===== src/wb_pkg.sv =====
/* Wishbone classic bus types shared by the host port and the register block.
   Byte wide data and byte addresses only. No tags, no select lines, no burst signals. */
package wb_pkg;

    localparam int WB_ADR_W = 8;
    localparam int WB_DAT_W = 8;

    // Driven by the bus master
    typedef struct packed {
        logic                cyc;
        logic                stb;
        logic                we;
        logic [WB_ADR_W-1:0] adr;
        logic [WB_DAT_W-1:0] dat;
    } wb_req_t;

    // Driven by the slave, dat valid only while ack is high
    typedef struct packed {
        logic                ack;
        logic [WB_DAT_W-1:0] dat;
    } wb_rsp_t;

endpackage


===== src/spi_pkg.sv =====
/* SPI channel types and the register map of one channel window.
   Each channel owns four addresses, so address = channel * 4 + offset. */
package spi_pkg;

    localparam int SPI_DATA_W = 8;
    localparam int REG_OFS_W  = 2;  // Four registers per channel window

    typedef logic [SPI_DATA_W-1:0] spi_byte_t;

    // Register offsets inside a channel window
    localparam logic [REG_OFS_W-1:0] REG_TX     = 2'd0;
    localparam logic [REG_OFS_W-1:0] REG_RX     = 2'd1;
    localparam logic [REG_OFS_W-1:0] REG_STATUS = 2'd2;

    // Start request from the register block to one channel
    typedef struct packed {
        logic      start;  // One cycle pulse
        spi_byte_t tx;
    } spi_cmd_t;

    // Result from one channel
    typedef struct packed {
        logic      done;   // One cycle pulse, rx valid with it
        logic      busy;
        spi_byte_t rx;
    } spi_res_t;

    // Status register image, busy in bit 0 and done in bit 1
    typedef struct packed {
        logic [5:0] rsvd;
        logic       done;
        logic       busy;
    } chan_status_t;

endpackage


===== src/wb_spi_regs.sv =====
/* Wishbone slave with a fixed one cycle ack and no error response.
   TX writes to a busy channel are acked and dropped. Addresses past the last channel read 0. */
`timescale 1ns/1ps

module wb_spi_regs
    import wb_pkg::*;
    import spi_pkg::*;
#(
    parameter int NUM_CHANNELS = 4
) (
    input  logic                    clk,
    input  logic                    rst,
    input  wb_req_t                 wb_req,
    output wb_rsp_t                 wb_rsp,
    output spi_cmd_t                cmd [NUM_CHANNELS],
    input  chan_status_t            status [NUM_CHANNELS],
    input  spi_byte_t               rx_hold [NUM_CHANNELS],
    output logic [NUM_CHANNELS-1:0] rd_clear
);

    localparam int CHAN_W = WB_ADR_W - REG_OFS_W;

    logic [CHAN_W-1:0]       chan;
    logic [REG_OFS_W-1:0]    ofs;
    logic                    req;       // New request, not yet acked
    logic                    ack_q;
    logic [WB_DAT_W-1:0]     rdat_d;
    logic [WB_DAT_W-1:0]     rdat_q;
    logic [NUM_CHANNELS-1:0] start_d;
    logic [NUM_CHANNELS-1:0] start_q;
    spi_byte_t               tx_q;

    // A request held through its ack cycle must not be seen twice
    assign req  = wb_req.cyc & wb_req.stb & ~ack_q;
    assign chan = wb_req.adr[WB_ADR_W-1:REG_OFS_W];
    assign ofs  = wb_req.adr[REG_OFS_W-1:0];

    // Decode of the addressed channel and register
    always_comb begin
        rdat_d   = '0;
        start_d  = '0;
        rd_clear = '0;
        for (int i = 0; i < NUM_CHANNELS; i++) begin
            if (chan == CHAN_W'(i)) begin
                case (ofs)
                    REG_TX: begin
                        // Only an idle channel takes a new byte
                        if (req && wb_req.we && !status[i].busy) begin
                            start_d[i] = 1'b1;
                        end
                    end
                    REG_RX: begin
                        rdat_d = WB_DAT_W'(rx_hold[i]);
                        if (req && !wb_req.we) begin
                            rd_clear[i] = 1'b1;  // Done flag cleared by RX read
                        end
                    end
                    REG_STATUS: begin
                        rdat_d = WB_DAT_W'(status[i]);
                    end
                    default: begin
                        rdat_d = '0;
                    end
                endcase
            end
        end
    end

    always_ff @(posedge clk or posedge rst) begin
        if (rst) begin
            ack_q   <= 1'b0;
            start_q <= '0;
        end else begin
            ack_q   <= req;
            start_q <= start_d;  // Start leaves together with ack
        end
    end

    always_ff @(posedge clk) begin
        if (req) begin
            rdat_q <= rdat_d;
        end
        if (req && wb_req.we) begin
            tx_q <= wb_req.dat[SPI_DATA_W-1:0];
        end
    end

    always_comb begin
        for (int i = 0; i < NUM_CHANNELS; i++) begin
            cmd[i].start = start_q[i];
            cmd[i].tx    = tx_q;  // Same byte offered to all, only one starts
        end
    end

    assign wb_rsp.ack = ack_q;
    assign wb_rsp.dat = rdat_q;

endmodule


===== src/spi_host_channel.sv =====
/* SPI host in mode 0, MSB first, one byte per start pulse, start ignored unless idle.
   sclk toggles every CLOCK_DIV clocks and done comes 1 + 16*CLOCK_DIV cycles after start. */
`timescale 1ns/1ps

module spi_host_channel
    import spi_pkg::*;
#(
    parameter int CLOCK_DIV = 4
) (
    input  logic     clk,
    input  logic     rst,
    input  spi_cmd_t cmd,
    output spi_res_t res,
    output logic     sclk,
    output logic     mosi,
    output logic     cs_n,
    input  logic     miso
);

    localparam int DIV_W = (CLOCK_DIV > 1) ? $clog2(CLOCK_DIV) : 1;
    localparam int BIT_W = $clog2(SPI_DATA_W);
    localparam logic [DIV_W-1:0] DIV_LAST = DIV_W'(CLOCK_DIV - 1);
    localparam logic [BIT_W-1:0] BIT_LAST = BIT_W'(SPI_DATA_W - 1);

    typedef enum logic [1:0] {
        ST_IDLE,
        ST_SHIFT,
        ST_FINISH
    } state_t;

    state_t           state;
    logic [DIV_W-1:0] div_cnt;
    logic [BIT_W-1:0] bit_cnt;  // Falling edges seen so far
    spi_byte_t        tx_sr;
    spi_byte_t        rx_sr;
    logic             done_q;
    logic             tick;
    logic             rise;
    logic             fall;

    assign tick = (state == ST_SHIFT) && (div_cnt == DIV_LAST);
    assign rise = tick && !sclk;    // sclk about to go high
    assign fall = tick && sclk;

    always_ff @(posedge clk or posedge rst) begin
        if (rst) begin
            state   <= ST_IDLE;
            div_cnt <= '0;
            bit_cnt <= '0;
            sclk    <= 1'b0;
            mosi    <= 1'b0;
            cs_n    <= 1'b1;
            done_q  <= 1'b0;
        end else begin
            case (state)
                ST_IDLE: begin
                    done_q <= 1'b0;
                    if (cmd.start) begin
                        state   <= ST_SHIFT;
                        cs_n    <= 1'b0;
                        mosi    <= cmd.tx[SPI_DATA_W-1];  // First bit out with cs_n
                        div_cnt <= '0;
                        bit_cnt <= '0;
                    end
                end
                ST_SHIFT: begin
                    if (tick) begin
                        div_cnt <= '0;
                        sclk    <= ~sclk;
                    end else begin
                        div_cnt <= div_cnt + 1'b1;
                    end
                    if (fall) begin
                        if (bit_cnt == BIT_LAST) begin
                            // Eighth falling edge ends the frame
                            state  <= ST_FINISH;
                            cs_n   <= 1'b1;
                            mosi   <= 1'b0;
                            done_q <= 1'b1;
                        end else begin
                            bit_cnt <= bit_cnt + 1'b1;
                            mosi    <= tx_sr[SPI_DATA_W-1];  // Next bit
                        end
                    end
                end
                ST_FINISH: begin
                    done_q <= 1'b0;
                    state  <= ST_IDLE;
                end
                default: begin
                    state <= ST_IDLE;
                end
            endcase
        end
    end

    // Shift registers, tx_sr holds the bits still to go after the first one
    always_ff @(posedge clk) begin
        if (state == ST_IDLE && cmd.start) begin
            tx_sr <= {cmd.tx[SPI_DATA_W-2:0], 1'b0};
        end else if (fall) begin
            tx_sr <= {tx_sr[SPI_DATA_W-2:0], 1'b0};
        end
        if (rise) begin
            rx_sr <= {rx_sr[SPI_DATA_W-2:0], miso};  // Sample on rising sclk
        end
    end

    assign res.done = done_q;
    assign res.busy = (state != ST_IDLE);
    assign res.rx   = rx_sr;  // Full byte by the time done is high

endmodule


===== src/spi_status_collect.sv =====
/* Holds each channel's last received byte and a sticky done flag.
   A done pulse beats a read clear in the same cycle. */
`timescale 1ns/1ps

module spi_status_collect
    import spi_pkg::*;
#(
    parameter int NUM_CHANNELS = 4
) (
    input  logic                    clk,
    input  logic                    rst,
    input  spi_res_t                res [NUM_CHANNELS],
    input  logic [NUM_CHANNELS-1:0] rd_clear,
    output chan_status_t            status [NUM_CHANNELS],
    output spi_byte_t               rx_hold [NUM_CHANNELS]
);

    logic [NUM_CHANNELS-1:0] done_q;

    always_ff @(posedge clk or posedge rst) begin
        if (rst) begin
            done_q <= '0;
            for (int i = 0; i < NUM_CHANNELS; i++) begin
                rx_hold[i] <= '0;  // RX reads 0 until the first transfer
            end
        end else begin
            for (int i = 0; i < NUM_CHANNELS; i++) begin
                if (res[i].done) begin
                    done_q[i]  <= 1'b1;
                    rx_hold[i] <= res[i].rx;
                end else if (rd_clear[i]) begin
                    done_q[i] <= 1'b0;
                end
            end
        end
    end

    // busy comes straight from the channel
    always_comb begin
        for (int i = 0; i < NUM_CHANNELS; i++) begin
            status[i].rsvd = '0;
            status[i].done = done_q[i];
            status[i].busy = res[i].busy;
        end
    end

endmodule


===== src/spi_host_top.sv =====
/* Multi-channel SPI host behind a Wishbone classic slave port.
   Channel n uses bus addresses 4n to 4n+3. At most 64 channels fit the 8 bit address. */
`timescale 1ns/1ps

module spi_host_top
    import wb_pkg::*;
    import spi_pkg::*;
#(
    parameter int NUM_CHANNELS = 4,
    parameter int CLOCK_DIV    = 4
) (
    input  logic                    clk,
    input  logic                    rst,
    input  wb_req_t                 wb_req,
    output wb_rsp_t                 wb_rsp,
    output logic [NUM_CHANNELS-1:0] sclk,
    output logic [NUM_CHANNELS-1:0] mosi,
    output logic [NUM_CHANNELS-1:0] cs_n,
    input  logic [NUM_CHANNELS-1:0] miso
);

    spi_cmd_t                cmd [NUM_CHANNELS];
    spi_res_t                res [NUM_CHANNELS];
    chan_status_t            status [NUM_CHANNELS];
    spi_byte_t               rx_hold [NUM_CHANNELS];
    logic [NUM_CHANNELS-1:0] rd_clear;

    wb_spi_regs #(
        .NUM_CHANNELS(NUM_CHANNELS)
    ) wb_spi_regs_i (
        .clk     (clk),
        .rst     (rst),
        .wb_req  (wb_req),
        .wb_rsp  (wb_rsp),
        .cmd     (cmd),
        .status  (status),
        .rx_hold (rx_hold),
        .rd_clear(rd_clear)
    );

    for (genvar i = 0; i < NUM_CHANNELS; i++) begin : g_chan
        spi_host_channel #(
            .CLOCK_DIV(CLOCK_DIV)
        ) spi_host_channel_i (
            .clk (clk),
            .rst (rst),
            .cmd (cmd[i]),
            .res (res[i]),
            .sclk(sclk[i]),
            .mosi(mosi[i]),
            .cs_n(cs_n[i]),
            .miso(miso[i])
        );
    end

    spi_status_collect #(
        .NUM_CHANNELS(NUM_CHANNELS)
    ) spi_status_collect_i (
        .clk     (clk),
        .rst     (rst),
        .res     (res),
        .rd_clear(rd_clear),
        .status  (status),
        .rx_hold (rx_hold)
    );

endmodule


===== config.mk =====
export PLATFORM = sky130hd
export DESIGN_NAME = spi_host_top
export DESIGN_NICKNAME = d
export VERILOG_FILES = /design/src/wb_pkg.sv /design/src/spi_pkg.sv /design/src/wb_spi_regs.sv /design/src/spi_host_channel.sv /design/src/spi_status_collect.sv /design/src/spi_host_top.sv
export SDC_FILE = /design/constraint.sdc
export NUM_CORES = 1
export LEC_CHECK = 0
export ABC_AREA = 1
export ABC_CLOCK_PERIOD_IN_PS = 1650
export BUFFER_PORTS_ARGS = -buffer_cell sky130_fd_sc_hd__buf_2
export CAP_MARGIN = 40
export CORE_UTILIZATION = 50
export CTS_BUF_LIST = sky130_fd_sc_hd__clkbuf_4 sky130_fd_sc_hd__clkbuf_8
export DETAILED_ROUTE_END_ITERATION = 10
export PLACE_DENSITY = 0.72
export SLEW_MARGIN = 20
export SYNTH_ARGS = -nofsm -noshare
export SYNTH_HDL_FRONTEND = slang
export SYNTH_HIERARCHICAL = 1
export SYNTH_SLANG_ARGS = --single-unit

===== constraint.sdc =====
create_clock -name clk -period 1.65 [get_ports clk]
set_input_delay 0.0825 -clock clk [delete_from_list [all_inputs] [get_ports clk]]
set_output_delay 0.0825 -clock clk [all_outputs]
set_load 0.01 [all_outputs]

-- Word level (Yosys, flattened, before mapping)
Cells that the tools add are included.
- register bits after elaboration: 161
- bits of input ports: 25
- add/subtract/negate cells: 8
- eq/ne operators: 37
- bitwise operators: 7
- multiplexer cells: 122
- reduce and logical (&&, ||, !) cells: 89
- operator list (kind ; count):
    8-bit two-way mux ; 12
    8-bit one-hot mux with 3 select lines ; 3
    1-bit two-way mux ; 50
    2-bit two-way mux ; 20
    2-bit nonzero test ; 20
    3-bit two-way mux ; 12
    3-bit AND reduction ; 12
    2-bit one-hot mux with 2 select lines ; 8
    4-bit AND reduction ; 8
    2-bit != test, second input constant ; 12
    1-bit one-hot mux with 2 select lines ; 12
    3-bit one-hot mux with 2 select lines ; 4
    1-bit logical AND ; 22
    2-bit == test, second input constant ; 9
    8-bit one-hot mux with 2 select lines ; 1
    2-bit AND reduction ; 8
    3-bit by 1-bit adder with 3-bit output, second input constant ; 4
    3-bit == test, second input constant ; 4
    6-bit by 2-bit == test with 1-bit output, second input constant ; 2
    2-bit by 1-bit == test with 1-bit output, second input constant ; 5
    2-bit logical NOT ; 5
    1-bit logical NOT ; 9
    2-bit by 1-bit adder with 2-bit output, second input constant ; 4
    2-bit by 1-bit != test with 1-bit output, second input constant ; 4
    5 further kinds ; 13

-- Depth between registers and ports, before layout
Gate-level depths: netlist of run 1.
- word-level depth: 9
- mapped depth: 12
- gate-level depth less buffers: 10

-- Hierarchy
The synthesis of run 1 kept the hierarchy.
- modules (own cells, without submodules) (module ; area each (um^2) ; times used ; cells an instance):
    spi_host_channel ; 1167.4 ; 4 ; 106
    wb_spi_regs ; 1769.2 ; 1 ; 254
    spi_status_collect ; 1584.0 ; 1 ; 182

-- Worst setup path before layout of run 1
Ideal clock, no wire load.
- path type: flip-flop to flip-flop
- start: register wb_spi_regs_i.ack_q
- end: register wb_spi_regs_i.start_q[0]
- stages on the path, launching flop included: 4
- library setup time: 89 ps
- data arrival time: 1442 ps
- setup slack: 120 ps
- clock period less this slack: 1530 ps
- path through: dfrtp_1 -> nor3_1 -> nand2_1 -> nor3_1
- cells in the longest elaborated chain, start to end: 7
- RTL lines (element ; RTL line ; RTL):
    start: declaration ; wb_spi_regs.sv:26 ; logic ack_q;
    start signal: assignment ; wb_spi_regs.sv:74 ; ack_q <= req;
    1-bit inverter ; wb_spi_regs.sv:34 ; assign req = wb_req.cyc & wb_req.stb & ~ack_q;
    1-bit bitwise AND ; wb_spi_regs.sv:34 ;
    1-bit logical AND (2 in series) ; wb_spi_regs.sv:48 ; if (req && wb_req.we && !status[i].busy) begin
    1-bit two-way mux ; wb_spi_regs.sv:48 ;
    1-bit two-way mux ; wb_spi_regs.sv:45 ; case (ofs)
    1-bit two-way mux ; wb_spi_regs.sv:44 ; if (chan == CHAN_W'(i)) begin
    via wb_spi_regs_i.start_d[0] ; wb_spi_regs.sv:29 ; logic [NUM_CHANNELS-1:0] start_d;
    end signal: assignment ; wb_spi_regs.sv:75 ; start_q <= start_d;
    end: declaration ; wb_spi_regs.sv:30 ; logic [NUM_CHANNELS-1:0] start_q;
The timed path passes the listed nets, and every way through them passes these cells.
A chain may end at the register's enable or synchronous reset.

-- Worst setup path after layout of run 1
- start: register g_chan[0].spi_host_channel_i.state[1]
- end: register g_chan[0].spi_host_channel_i.tx_sr[7] (enable)
- cells in the longest elaborated chain, start to end: 4
- elaborated cells on any way between the ends: 6
- RTL lines (element ; RTL line ; RTL):
    start: declaration ; spi_host_channel.sv:31 ; state_t state;
    start signal: assignment ; spi_host_channel.sv:47 ; state <= ST_IDLE;
    start signal: assignment ; spi_host_channel.sv:59 ; state <= ST_SHIFT;
    start signal: assignment ; spi_host_channel.sv:76 ; state <= ST_FINISH;
    2-bit by 1-bit == test with 1-bit output ; spi_host_channel.sv:41 ; assign tick = (state == ST_SHIFT) && (div_cnt == DIV_LAST);
    1-bit logical AND ; spi_host_channel.sv:41 ;
    1-bit logical AND ; spi_host_channel.sv:43 ; assign fall = tick && sclk;
    2-bit nonzero test (no source line) * ; n/a ;
    end signal: assignment ; spi_host_channel.sv:100 ; tx_sr <= {cmd.tx[SPI_DATA_W-2:0], 1'b0};
    end signal: assignment ; spi_host_channel.sv:102 ; tx_sr <= {tx_sr[SPI_DATA_W-2:0], 1'b0};
    end: declaration ; spi_host_channel.sv:34 ; spi_byte_t tx_sr;
Every way passes the cells marked *; elsewhere a longest branch is shown, timed or not.

==> reports/qor.yml, run 1 <==
global_routing:
  grt_overflow_total: 0
  antenna_found_initial: 0
  grt_pass1_wl_um: 25200
  grt_start_max_net_pins: 37
  grt_pass1_vias: 5376
  grt_usage_pct: 19.7
critical_path:
  critPathCaptureType: "register"
  startpoint: "g_chan[0].spi_host_channel_i/state[1]"
  critPathCapture: "g_chan[0].spi_host_channel_i/tx_sr[7]"
  critPathArrivalTime_ns: 1.61
  start_kind: "register"
  r2r_start: "g_chan[0].spi_host_channel_i/state[1]"
  r2r_slack_ns: 0.17
  r2r-end: "g_chan[0].spi_host_channel_i/tx_sr[7]"
  worstPathRequired_ns: 1.77
  path_class: "register to register"
  reg2reg_depth: 4
  crit_fanout: 8
pwr:
  switching_share_pct: 33.1
  pwr-share-clk_pct: 23.4
  combPwrFrac_pct: 23.7
  p_seq_share_pct: 52.9
  p_sw_uw: 3890
  leakage_uw: 0.00419
  internal_power_uw: 7880
  power_density_nw_per_um2: 1350
  vdd_drop_max_v: 0.000923
  power.total_uw: 11800
cts:
  h-tree-depth: 4
  cts.path.max_buffers: 2
  clock-sinks: 161
  post_cts_buffers: 0
  postCtsHoldBufs: 13
  cts_tree: "built"
  cts.repair.resized: 0
  clock_latency_ns: 0.45
  cts_made_buffers: 17
  cts_root_buffer: "clkbuf_8"
  path_clk_slew_ns: 0.09
logic_synthesis:
  ys_types: 30
  avgSynthCellArea_um2: 9.33
  syn-cell-area_um2: 8020
  yosysTopAreaCell: "edfxtp_1"
  ys_ff_latch: 161
  netlist_top_cells_area: "edfxtp_1, dfrtp_1, nand2_1"
  synth_top_area_share_pct: 28.4
  yosysSeqAreaShare_pct: 55.0
  ys_warn_count: 6
  syn_inst: 860
route:
  totalWireLength_um: 14700
  dr.pass1.iters: 4
  ant_nets: 0
  initialDrtViolationCount: 356
  drc_errors: 0
  post_drt_wl_per_cell_um: 13.0
  route.vias.total: 5464
  vias_per_cell: 4.85
timing:
  fin_setup_tns_ns: 0
  setup_viol: 0
  hold_violations: 0
  maxSlewViolCount: 0
  tightest_slew_ns: 0.586
  skew_ns: 0.00855
  fin_crit_sh_pct: 89.8
  whs_ns: 0.0588
  max_clock_freq_mhz: 675
  rsz0062_at_grt: "no"
  slew_headroom_pct: 60.9
  min_period_ns: 1.48
floorplanning:
  core_um2: 15400
  fp-row-count: 45
  die_x_um: 129
  dieArea_um2: 16600
  start_util_pct: 52.0
  pin_count: 46
  fp.dieH_um: 129
cells_and_area:
  seq_area_um2: 4410
  drive_above_1_share_pct: 17.0
  fill_cells: 1419
  nNetsFinal: 944
  multi_input_area_um2: 2830
  area_growth_pct: 8.30
  antenna_cells: 0
place:
  port_buffers: 45
  post-dp-hpwl_um: 10500
  gp_congestion: 0.868
run:
  cap_violations: 0
worst_hold_path:
  min_path_type: "input port to register"
status:
  status: "completed"
## cells in the mapped netlist, drive strengths merged
library cell and count:
a21oi 8, nand3 77, o31ai 4, o21a 4
nor2 35, nor3 5, conb 1, dfstp 4
nand2 366, inv 72, ha 16, o21ai 12
nand3b 8, xor2 4, a22o 8, edfxtp 76
buf 78, nand4 1, dfrtp 81
## layout make-up
class | instances | share of cell area, %
inverter | 72 | 3.11
timing repair buffer | 79 | 6.05
clock inverter | 14 | 1.54
multi-input combinational | 572 | 32.6
sequential | 161 | 50.8
clock buffer | 18 | 2.85
tap | 211 | 3.04
## per-layer routing
metal / share of wire [%] / GRT usage (%)
met1: 46 / 25.3
met5: 0 / 0
met4: 0.82 / 5.88
met2: 49 / 33.1
met3: 4.9 / 4.86
## layout by cell type (no fill, tap or decap), types with 5 or more instances in the layout
cell type	Yosys	routed
nand2_1	349	349
dfrtp_1	81	81
edfxtp_1	76	76
nand3_1	73	73
inv_1	60	60
buf_2	5	45
conb_1	1	24
buf_4	60	20
clkbuf_8	0	18
nor2_1	18	18
ha_1	16	16
dlygate4sd3_1	0	13
inv_2	12	12
nand2_4	9	9
nor2_4	9	9
nand2_2	8	8
nand3b_1	8	8
o21ai_0	8	8
a21oi_1	8	8
a22o_1	8	8
clkinvlp_4	0	5
nor3_1	5	5
## power by group through the flow
| stage | clock network, uW | registers (uW) | logic (uW) |
|---|---|---|---|
| 2_1_floorplan | 0 | 6120 | 2270 |
| 3_3_place_gp | 0 | 6260 | 2700 |
| 3_5_place_dp | 0 | 6300 | 2800 |
| 4_1_cts | 2830 | 6230 | 2830 |
| 5_1_grt | 3000 | 6370 | 3250 |
| 6_report | 2760 | 6220 | 2790 |
## metrics by stage
stage / worst slack, ns / util, % / instance area [um^2] / cells
after floorplan: 0.120 / - / 8110 / 883
after global placement: 0.140 / 53.0 / 8180 / 1082
after detailed placement: 0.0595 / 53.0 / 8180 / 1082
after CTS: 0.162 / 56.3 / 8690 / 1127
after global routing: 0.0480 / 56.3 / 8690 / 1127
final: 0.169 / 56.3 / 8690 / 1127
## worst min-delay path by stage
stage	start	end	depth (start not counted)
finish	wb_req[11]	wb_spi_regs_i/start_q[3]	3
global route	wb_req[11]	wb_spi_regs_i/start_q[3]	3
CTS	wb_req[11]	wb_spi_regs_i/start_q[3]	3
floorplan	rst	wb_spi_regs_i/ack_q	1
detailed placement	rst	wb_spi_regs_i/start_q[1]	2
global placement	rst	wb_spi_regs_i/ack_q	2
## cell families after synthesis
logic type,after synthesis,share of synthesized area (%)
other,1,0.0467
and+or+nand+nor,492,28.2
buffers and inverters,150,10.7
adders and majority gates,16,2.50
xor gates and xnor gates,4,0.437
AOI/OAI and AO/OA,36,3.06
DFF,161,55.0
## registers in the layout (all words and copies together) (netlist names), 8 cells and up
name and flops:
g_chan.spi_host_channel_i/bit_cnt 12, g_chan.spi_host_channel_i/div_cnt 8, g_chan.spi_host_channel_i/rx_sr 32, g_chan.spi_host_channel_i/state 8, g_chan.spi_host_channel_i/tx_sr 28, spi_status_collect_i/rx_hold 32, wb_spi_regs_i/rdat_q 8, wb_spi_regs_i/tx_q 8
## critical path, cell delays in order (launching register included)
cell     delay [ns]
dfrtp_1        0.49
nor2_4         0.15
buf_4          0.16
nand2_4        0.07
nand2_1        0.29
(Power assumes the default switching activity.)
==> inputs of run 2 (changes only) <==
Settings changed: ABC_AREA 1 to unset, CORE_MARGIN set to 5.
==> run 2 against run 1 <==
Compared with the run above:
- the run now ends with setup timing left
- core utilization up 0.72 points
- non-clock buffer count increased by 23
- sequential share of layout area fell by 0.27 points
- hold slack better by 0.047 ns
- global-route usage is 2.7 points lower
- register-to-register slack got worse by 0.18 ns
- via count fell by 16%
- clock skew is 0.0021 ns lower
- area after synthesis shrank 2.3%
- critical path type unchanged
- largest power group unchanged
==> reports/qor.yml, run 2 <==
logic_synthesis:
  yosysSeqAreaShare_pct: 56.3  # +1.3 points
  async_flop_share_pct: 52.8  # unchanged
  yosys_most_used_dff: "dfrtp_1"
  synthAdderAreaFrac_pct: 2.55  # +0.059 points
  syn-cell-area_um2: 7840  # -2.3%
  synth_edf_count: 76  # unchanged
  ys_warn_count: 6  # unchanged
  netlist_top_cells_area: "edfxtp_1, dfrtp_1, mux2_4"
  avgSynthCellArea_um2: 13.6  # +46%
  synth_top_family_by_area: "multiplexers"
  yosys.area_share.simple_pct: 9.00  # -19 points
  ys_types: 43  # +43%
  synth_mux_area_share_pct: 11.2  # +11 points
  synth_top_area_share_pct: 29.1  # +0.67 points
  synth_most_common_cell: "dfrtp_1"
  syn_inst: 575  # -33%
  synth_common_cells: "dfrtp_1, edfxtp_1, buf_4"
  synth-xor-area-share_pct: 0  # -0.44 points
  yosysTopAreaCell: "edfxtp_1"
  ys_ff_latch: 161  # unchanged
  synth_compound_gate_area_share_pct: 10.9  # +7.8 points
cells_and_area:
  fill_cells: 1245  # -12%
  area_growth_pct: 11.4
  fin_cells: 852  # -24%
  reg.largest.list: "g_chan.spi_host_channel_i/rx_sr: 32 flops, spi_status_collect_i/rx_hold: 32 flops, g_chan.spi_host_channel_i/tx_sr: 28 flops"
  antenna_cells: 0  # unchanged
  seq_area_um2: 4410  # unchanged
  nNetsFinal: 669  # -29%
  mostFrequentLayoutCell: "dfrtp_1"
  multi_input_area_um2: 2820  # -0.57%
  layout_common_cells: "dfrtp_1, edfxtp_1, mux2_4"
  drive_above_1_share_pct: 34.9  # +18 points
  fin_area_um2: 8730  # +0.53%
route:
  initialDrtViolationCount: 348  # -2.2%
  route.vias.total: 4582  # -16%
  post_drt_wl_per_cell_um: 17.4  # +33%
  totalWireLength_um: 14800  # +0.61%
  drc_errors: 0  # unchanged
  vias_per_cell: 5.38  # +11%
  ant_nets: 0  # unchanged
  dr.pass1.iters: 4  # unchanged
timing:
  skew_ns: 0.00646  # -0.00208 ns
  maxSlewViolCount: 0  # unchanged
  min_period_ns: 1.66  # +0.178 ns
  max_clock_freq_mhz: 602  # -11%
  fin_ws_ns: -0.00990  # -0.178 ns
  setup_viol: 1  # +1
  rsz0062_at_grt: "yes"
  hold_violations: 0  # unchanged
  tightest_slew_ns: 0.640  # +0.0543 ns
  fin_crit_sh_pct: 101  # +11 points
  slew_headroom_pct: 57.3  # -3.6 points
  fin_setup_tns_ns: -0.00990  # -0.00990 ns
place:
  post-dp-hpwl_um: 10400  # -0.26%
  pre_cts_slack_ns: -0.103  # -0.163 ns
  place_area_um2: 8000  # -2.2%
  port_buffers: 45  # unchanged
  dp.cells: 795  # -27%
  gp_congestion: 0.840  # -3.2%
critical_path:
  critPathArrivalTime_ns: 2.00  # +0.39 ns
  crit_slowest_cell: "dfrtp_1"
  start_kind: "register"
  crit_chain: "ha_2, ha_4, nand4b_1, o211a_1, a221o_2"
  critPathCaptureType: "register"
  worstPathRequired_ns: 1.99  # +0.22 ns
  crit_fanout: 5  # -3
  cpPeakStageDelay_ns: 0.41  # -0.08 ns
  path_class: "register to register"
global_routing:
  grt_usage_pct: 17.0  # -2.7 points
  antenna_found_initial: 1  # +1
  grt_start_max_net_pins: 37  # unchanged
  grt_overflow_total: 0  # unchanged
  grt_pass1_vias: 4747  # -12%
  grt_pass1_wl_um: 24400  # -3.2%
floorplanning:
  die_x_um: 135  # +5.1%
  pin_count: 46  # unchanged
  fp-row-count: 45  # unchanged
  core_um2: 15300  # -0.73%
  dieArea_um2: 18300  # +10%
  fp.dieH_um: 135  # +5.1%
  start_util_pct: 51.2  # -0.83 points
cts:
  cts_made_buffers: 17  # unchanged
  cts_root_buffer: "clkbuf_8"
  path_clk_slew_ns: 0.08  # about the same
  clock-sinks: 161  # unchanged
  h-tree-depth: 4  # unchanged
  clock_latency_ns: 0.45  # about the same
  cts.path.max_buffers: 2  # unchanged
  cts_tree: "built"
status:
  status: "complete, but fails checks"
  violations: "setup timing"
pwr:
  power_density_nw_per_um2: 901  # -34%
  vdd_drop_max_v: 0.000493  # -47%
  leakage_uw: 0.00383  # -8.6%
run:
  cap_violations: 0  # unchanged
worst_hold_path:
  min_path_type: "input port to register"
-- run 2: area by class of cell --
type,instances,share of cell area [%]
clock buffer,19,2.92
clock inverter,13,2.11
inverter,28,1.20
multi-input combinational,318,32.2
sequential,161,50.5
tap,211,3.02
timing repair buffer,102,7.96
-- run 2: stage by stage --
step	hold WS [ns]	total power [uW]	util, %
3_5_place_dp	0.0848	4780	52.2
3_3_place_gp	0.0825	4740	52.2
2_1_floorplan	-0.139	4700	-
4_1_cts	0.0452	7960	56.4
6_report	0.105	7870	57.0
5_1_grt	0.0788	8170	57.0
-- run 2: critical path, delay by kind of cell (launching register included) --
kind            cells  cell delay [ns]
fa+ha+maj           2             0.35
simple gates        1             0.29
compound gates      2             0.49
flops               1             0.41
-- run 2: worst paths after layout --
path                                                          from                                      end  slack [ns]  depth (start not counted)
max                        g_chan[0].spi_host_channel_i/bit_cnt[1]  g_chan[0].spi_host_channel_i/bit_cnt[1]       -0.01                          5
min                                                     wb_req[11]           spi_status_collect_i/done_q[3]        0.11                          5
max reg2reg                g_chan[0].spi_host_channel_i/bit_cnt[1]  g_chan[0].spi_host_channel_i/bit_cnt[1]       -0.01                          5
min reg2reg                  g_chan[1].spi_host_channel_i/rx_sr[5]    g_chan[1].spi_host_channel_i/rx_sr[6]        0.46                          0
max in group asynchronous                                      rst         spi_status_collect_i/rx_hold[31]        0.91                          4
min in group asynchronous                                      rst                 wb_spi_regs_i/start_q[0]        0.17                          3
-- run 2: where the power goes --
part,internal [uW],total (uW),switching [uW]
Sequential,4250,4310,60.1
Combinational,169,414,245
Clock,1710,3140,1430
-- run 2: logic make-up after synthesis --
group,Yosys count
muxes,60
adders and majority gates,16
DFF,161
other,1
buffers and inverters,119
AOI/OAI and AO/OA,108
and+or+nand+nor,110
-- run 2: repair_timing --
action | 4_1_cts | 5_1_grt
endpoints found under the setup margin | 10 | 13
buffers inserted | 4 | 4
hold buffers | 17 | 0
endpoints found under the hold margin | 99 | 0
pin swaps | 5 | 6
gates resized for setup | 3 | 16
-- run 2: per-layer routing --
layer / vias to the layer above / global-route usage (%) / share of wire, %
met3: 25 / 4.12 / 3.5
li1: 2143 / - / -
met5: - / 0 / 0.088
met4: 2 / 5.66 / 1.6
met1: 2319 / 22.2 / 46
met2: 93 / 28.0 / 49
==> inputs of run 3 (changes only) <==
Settings changed: SKIP_CTS_REPAIR_TIMING set to 1.
==> run 3 against run 2 <==
Compared with the run above:
- the run now ends clean
- flip-flop and latch count stayed put
- clock-buffer cell count stayed put
- register-to-register slack better by 0.04 ns
- hold slack better by 0.026 ns
- critical endpoint is now g_chan[2].spi_host_channel_i/bit_cnt[2]
- largest power group unchanged
==> reports/qor.yml, run 3 (synthesis gave the netlist of run 2 again) <==
status:
  status: "completed"
cts:
  cts_root_buffer: "clkbuf_8"
  clock-sinks: 161  # unchanged
  cts_made_buffers: 17  # unchanged
  cts.path.max_buffers: 2  # unchanged
  clock_latency_ns: 0.45  # about the same
  h-tree-depth: 4  # unchanged
  cts_tree: "built"
  path_clk_slew_ns: 0.08  # about the same
place:
  port_buffers: 45  # unchanged
  gp_congestion: 0.840  # unchanged
  dp.cells: 795  # unchanged
  post-dp-hpwl_um: 10400  # unchanged
  place_area_um2: 8000  # unchanged
timing:
  min_period_ns: 1.62  # -0.0444 ns
  whs_ns: 0.132  # +0.0264 ns
  fin_setup_tns_ns: 0  # +0.00990 ns
  hold_violations: 0  # unchanged
  skew_ns: 0.00636  # -0.0000967 ns
  tightest_slew_ns: 0.630  # -0.0100 ns
  fin_crit_sh_pct: 97.9  # -2.7 points
  maxSlewViolCount: 0  # unchanged
  rsz0062_at_grt: "yes"
  max_clock_freq_mhz: 619  # +2.8%
  slew_headroom_pct: 58.0  # +0.67 points
  setup_viol: 0  # -1
pwr:
  power_density_nw_per_um2: 904  # +0.42%
  leakage_uw: 0.00381  # -0.59%
  vdd_drop_max_v: 0.000510  # +3.4%
cells_and_area:
  reg.largest.list: "g_chan.spi_host_channel_i/rx_sr: 32 flops, spi_status_collect_i/rx_hold: 32 flops, g_chan.spi_host_channel_i/tx_sr: 28 flops"
  fill_cells: 1241  # -0.32%
  mostFrequentLayoutCell: "dfrtp_1"
  final_util_pct: 56.8  # -0.24 points
  area_growth_pct: 11.0
  seq_area_um2: 4410  # unchanged
  drive_above_1_share_pct: 34.2  # -0.72 points
  fin_area_um2: 8700  # -0.42%
  antenna_cells: 0  # unchanged
  layout_common_cells: "dfrtp_1, edfxtp_1, mux2_4"
  fin_cells: 848  # -0.47%
  nNetsFinal: 665  # -0.60%
  multi_input_area_um2: 2810  # -0.22%
global_routing:
  grt_pass1_wl_um: 24000  # -1.4%
  grt_pass1_vias: 4667  # -1.7%
  antenna_found_initial: 0  # -1
  grt_overflow_total: 0  # unchanged
  grt_start_max_net_pins: 37  # unchanged
  grt_usage_pct: 16.8  # -0.19 points
floorplanning:
  pin_count: 46  # unchanged
  core_um2: 15300  # unchanged
  start_util_pct: 51.2  # unchanged
  fp-row-count: 45  # unchanged
  die_x_um: 135  # unchanged
  fp.dieH_um: 135  # unchanged
  dieArea_um2: 18300  # unchanged
route:
  vias_per_cell: 5.37  # about the same
  post_drt_wl_per_cell_um: 17.4  # about the same
  route.vias.total: 4556  # -0.57%
  wl_met3_um: 593  # +14%
  wl_met1_um: 6640  # -1.3%
  dr.max_layer_used: "met4"
  totalWireLength_um: 14700  # -0.49%
  dr.pass1.iters: 5  # +1
  wl_met2_um: 7250  # -0.51%
  ant_nets: 0  # unchanged
  drc_errors: 0  # unchanged
  initialDrtViolationCount: 308  # -11%
critical_path:
  cpPeakStageDelay_ns: 0.41  # about the same
  critPathCaptureType: "register"
  crit_fanout: 5  # unchanged
  start_kind: "register"
  cp_top_family: "compound AO/OA/AOI/OAI gates"
  crit_chain: "ha_2, ha_4, nand4b_1, o211a_1, a221o_2"
  critPathArrivalTime_ns: 1.96  # -0.04 ns
  worstPathRequired_ns: 1.99  # about the same
  cp_num_buf_inv: 0  # unchanged
  crit_slowest_cell: "dfrtp_1"
  path_class: "register to register"
worst_hold_path:
  min_path_type: "input port to register"
run:
  cap_violations: 0  # unchanged
[run 3: cell count changes in the layout (fill, tap and decap cells not counted), sizes merged]
cell  before  now
buf       85   81
[run 3: metrics by stage]
step                      worst slack [ns]  power (uW)
after floorplan                     0.0308        4700
after global placement              0.0260        4740
after detailed placement            -0.103        4780
after CTS                           -0.125        7930
after global routing               -0.0320        8160
final                               0.0345        7870
[run 3: metal layers]
| metal | vias up | global-route usage, % |
|---|---|---|
| li1 | 2131 | - |
| met1 | 2301 | 22.0 |
| met2 | 101 | 27.3 |
| met3 | 23 | 4.49 |
| met4 | 0 | 5.66 |
| met5 | - | 0 |
[run 3: final timing paths]
path,end,from,depth (start not counted),slack [ns]
min reg2reg,g_chan[1].spi_host_channel_i/rx_sr[6],g_chan[1].spi_host_channel_i/rx_sr[5],0,0.46
min in group asynchronous,wb_spi_regs_i/start_q[0],rst,3,0.16
min,wb_spi_regs_i/start_q[0],wb_req[14],5,0.13
max in group asynchronous,spi_status_collect_i/rx_hold[3],rst,4,0.92
max reg2reg,g_chan[2].spi_host_channel_i/bit_cnt[2],g_chan[2].spi_host_channel_i/bit_cnt[0],5,0.03
max,g_chan[2].spi_host_channel_i/bit_cnt[2],g_chan[2].spi_host_channel_i/bit_cnt[0],5,0.03
[run 3: layout make-up]
cell class              count  area share [%]
clock buffers              19            2.93
clock inverters            13            2.11
inverters                  28            1.21
multi-input cells         318            32.3
flip-flops and latches    161            50.7
well taps                 211            3.04
repair buffers             98            7.65
[run 3: worst reg2reg max path, delay by kind of cell (launching register included)]
kind / cells / cell delay, ns
compound gates: 2 / 0.47
flops: 1 / 0.41
fa+ha+maj: 2 / 0.36
simple gates: 1 / 0.27
[run 3: power breakdown]
group	internal (uW)	total (uW)	switching, uW	leakage (uW)
sequential	4250	4310	60.1	0.00186
clock	1710	3140	1440	0.000216
combinational	167	411	244	0.00174
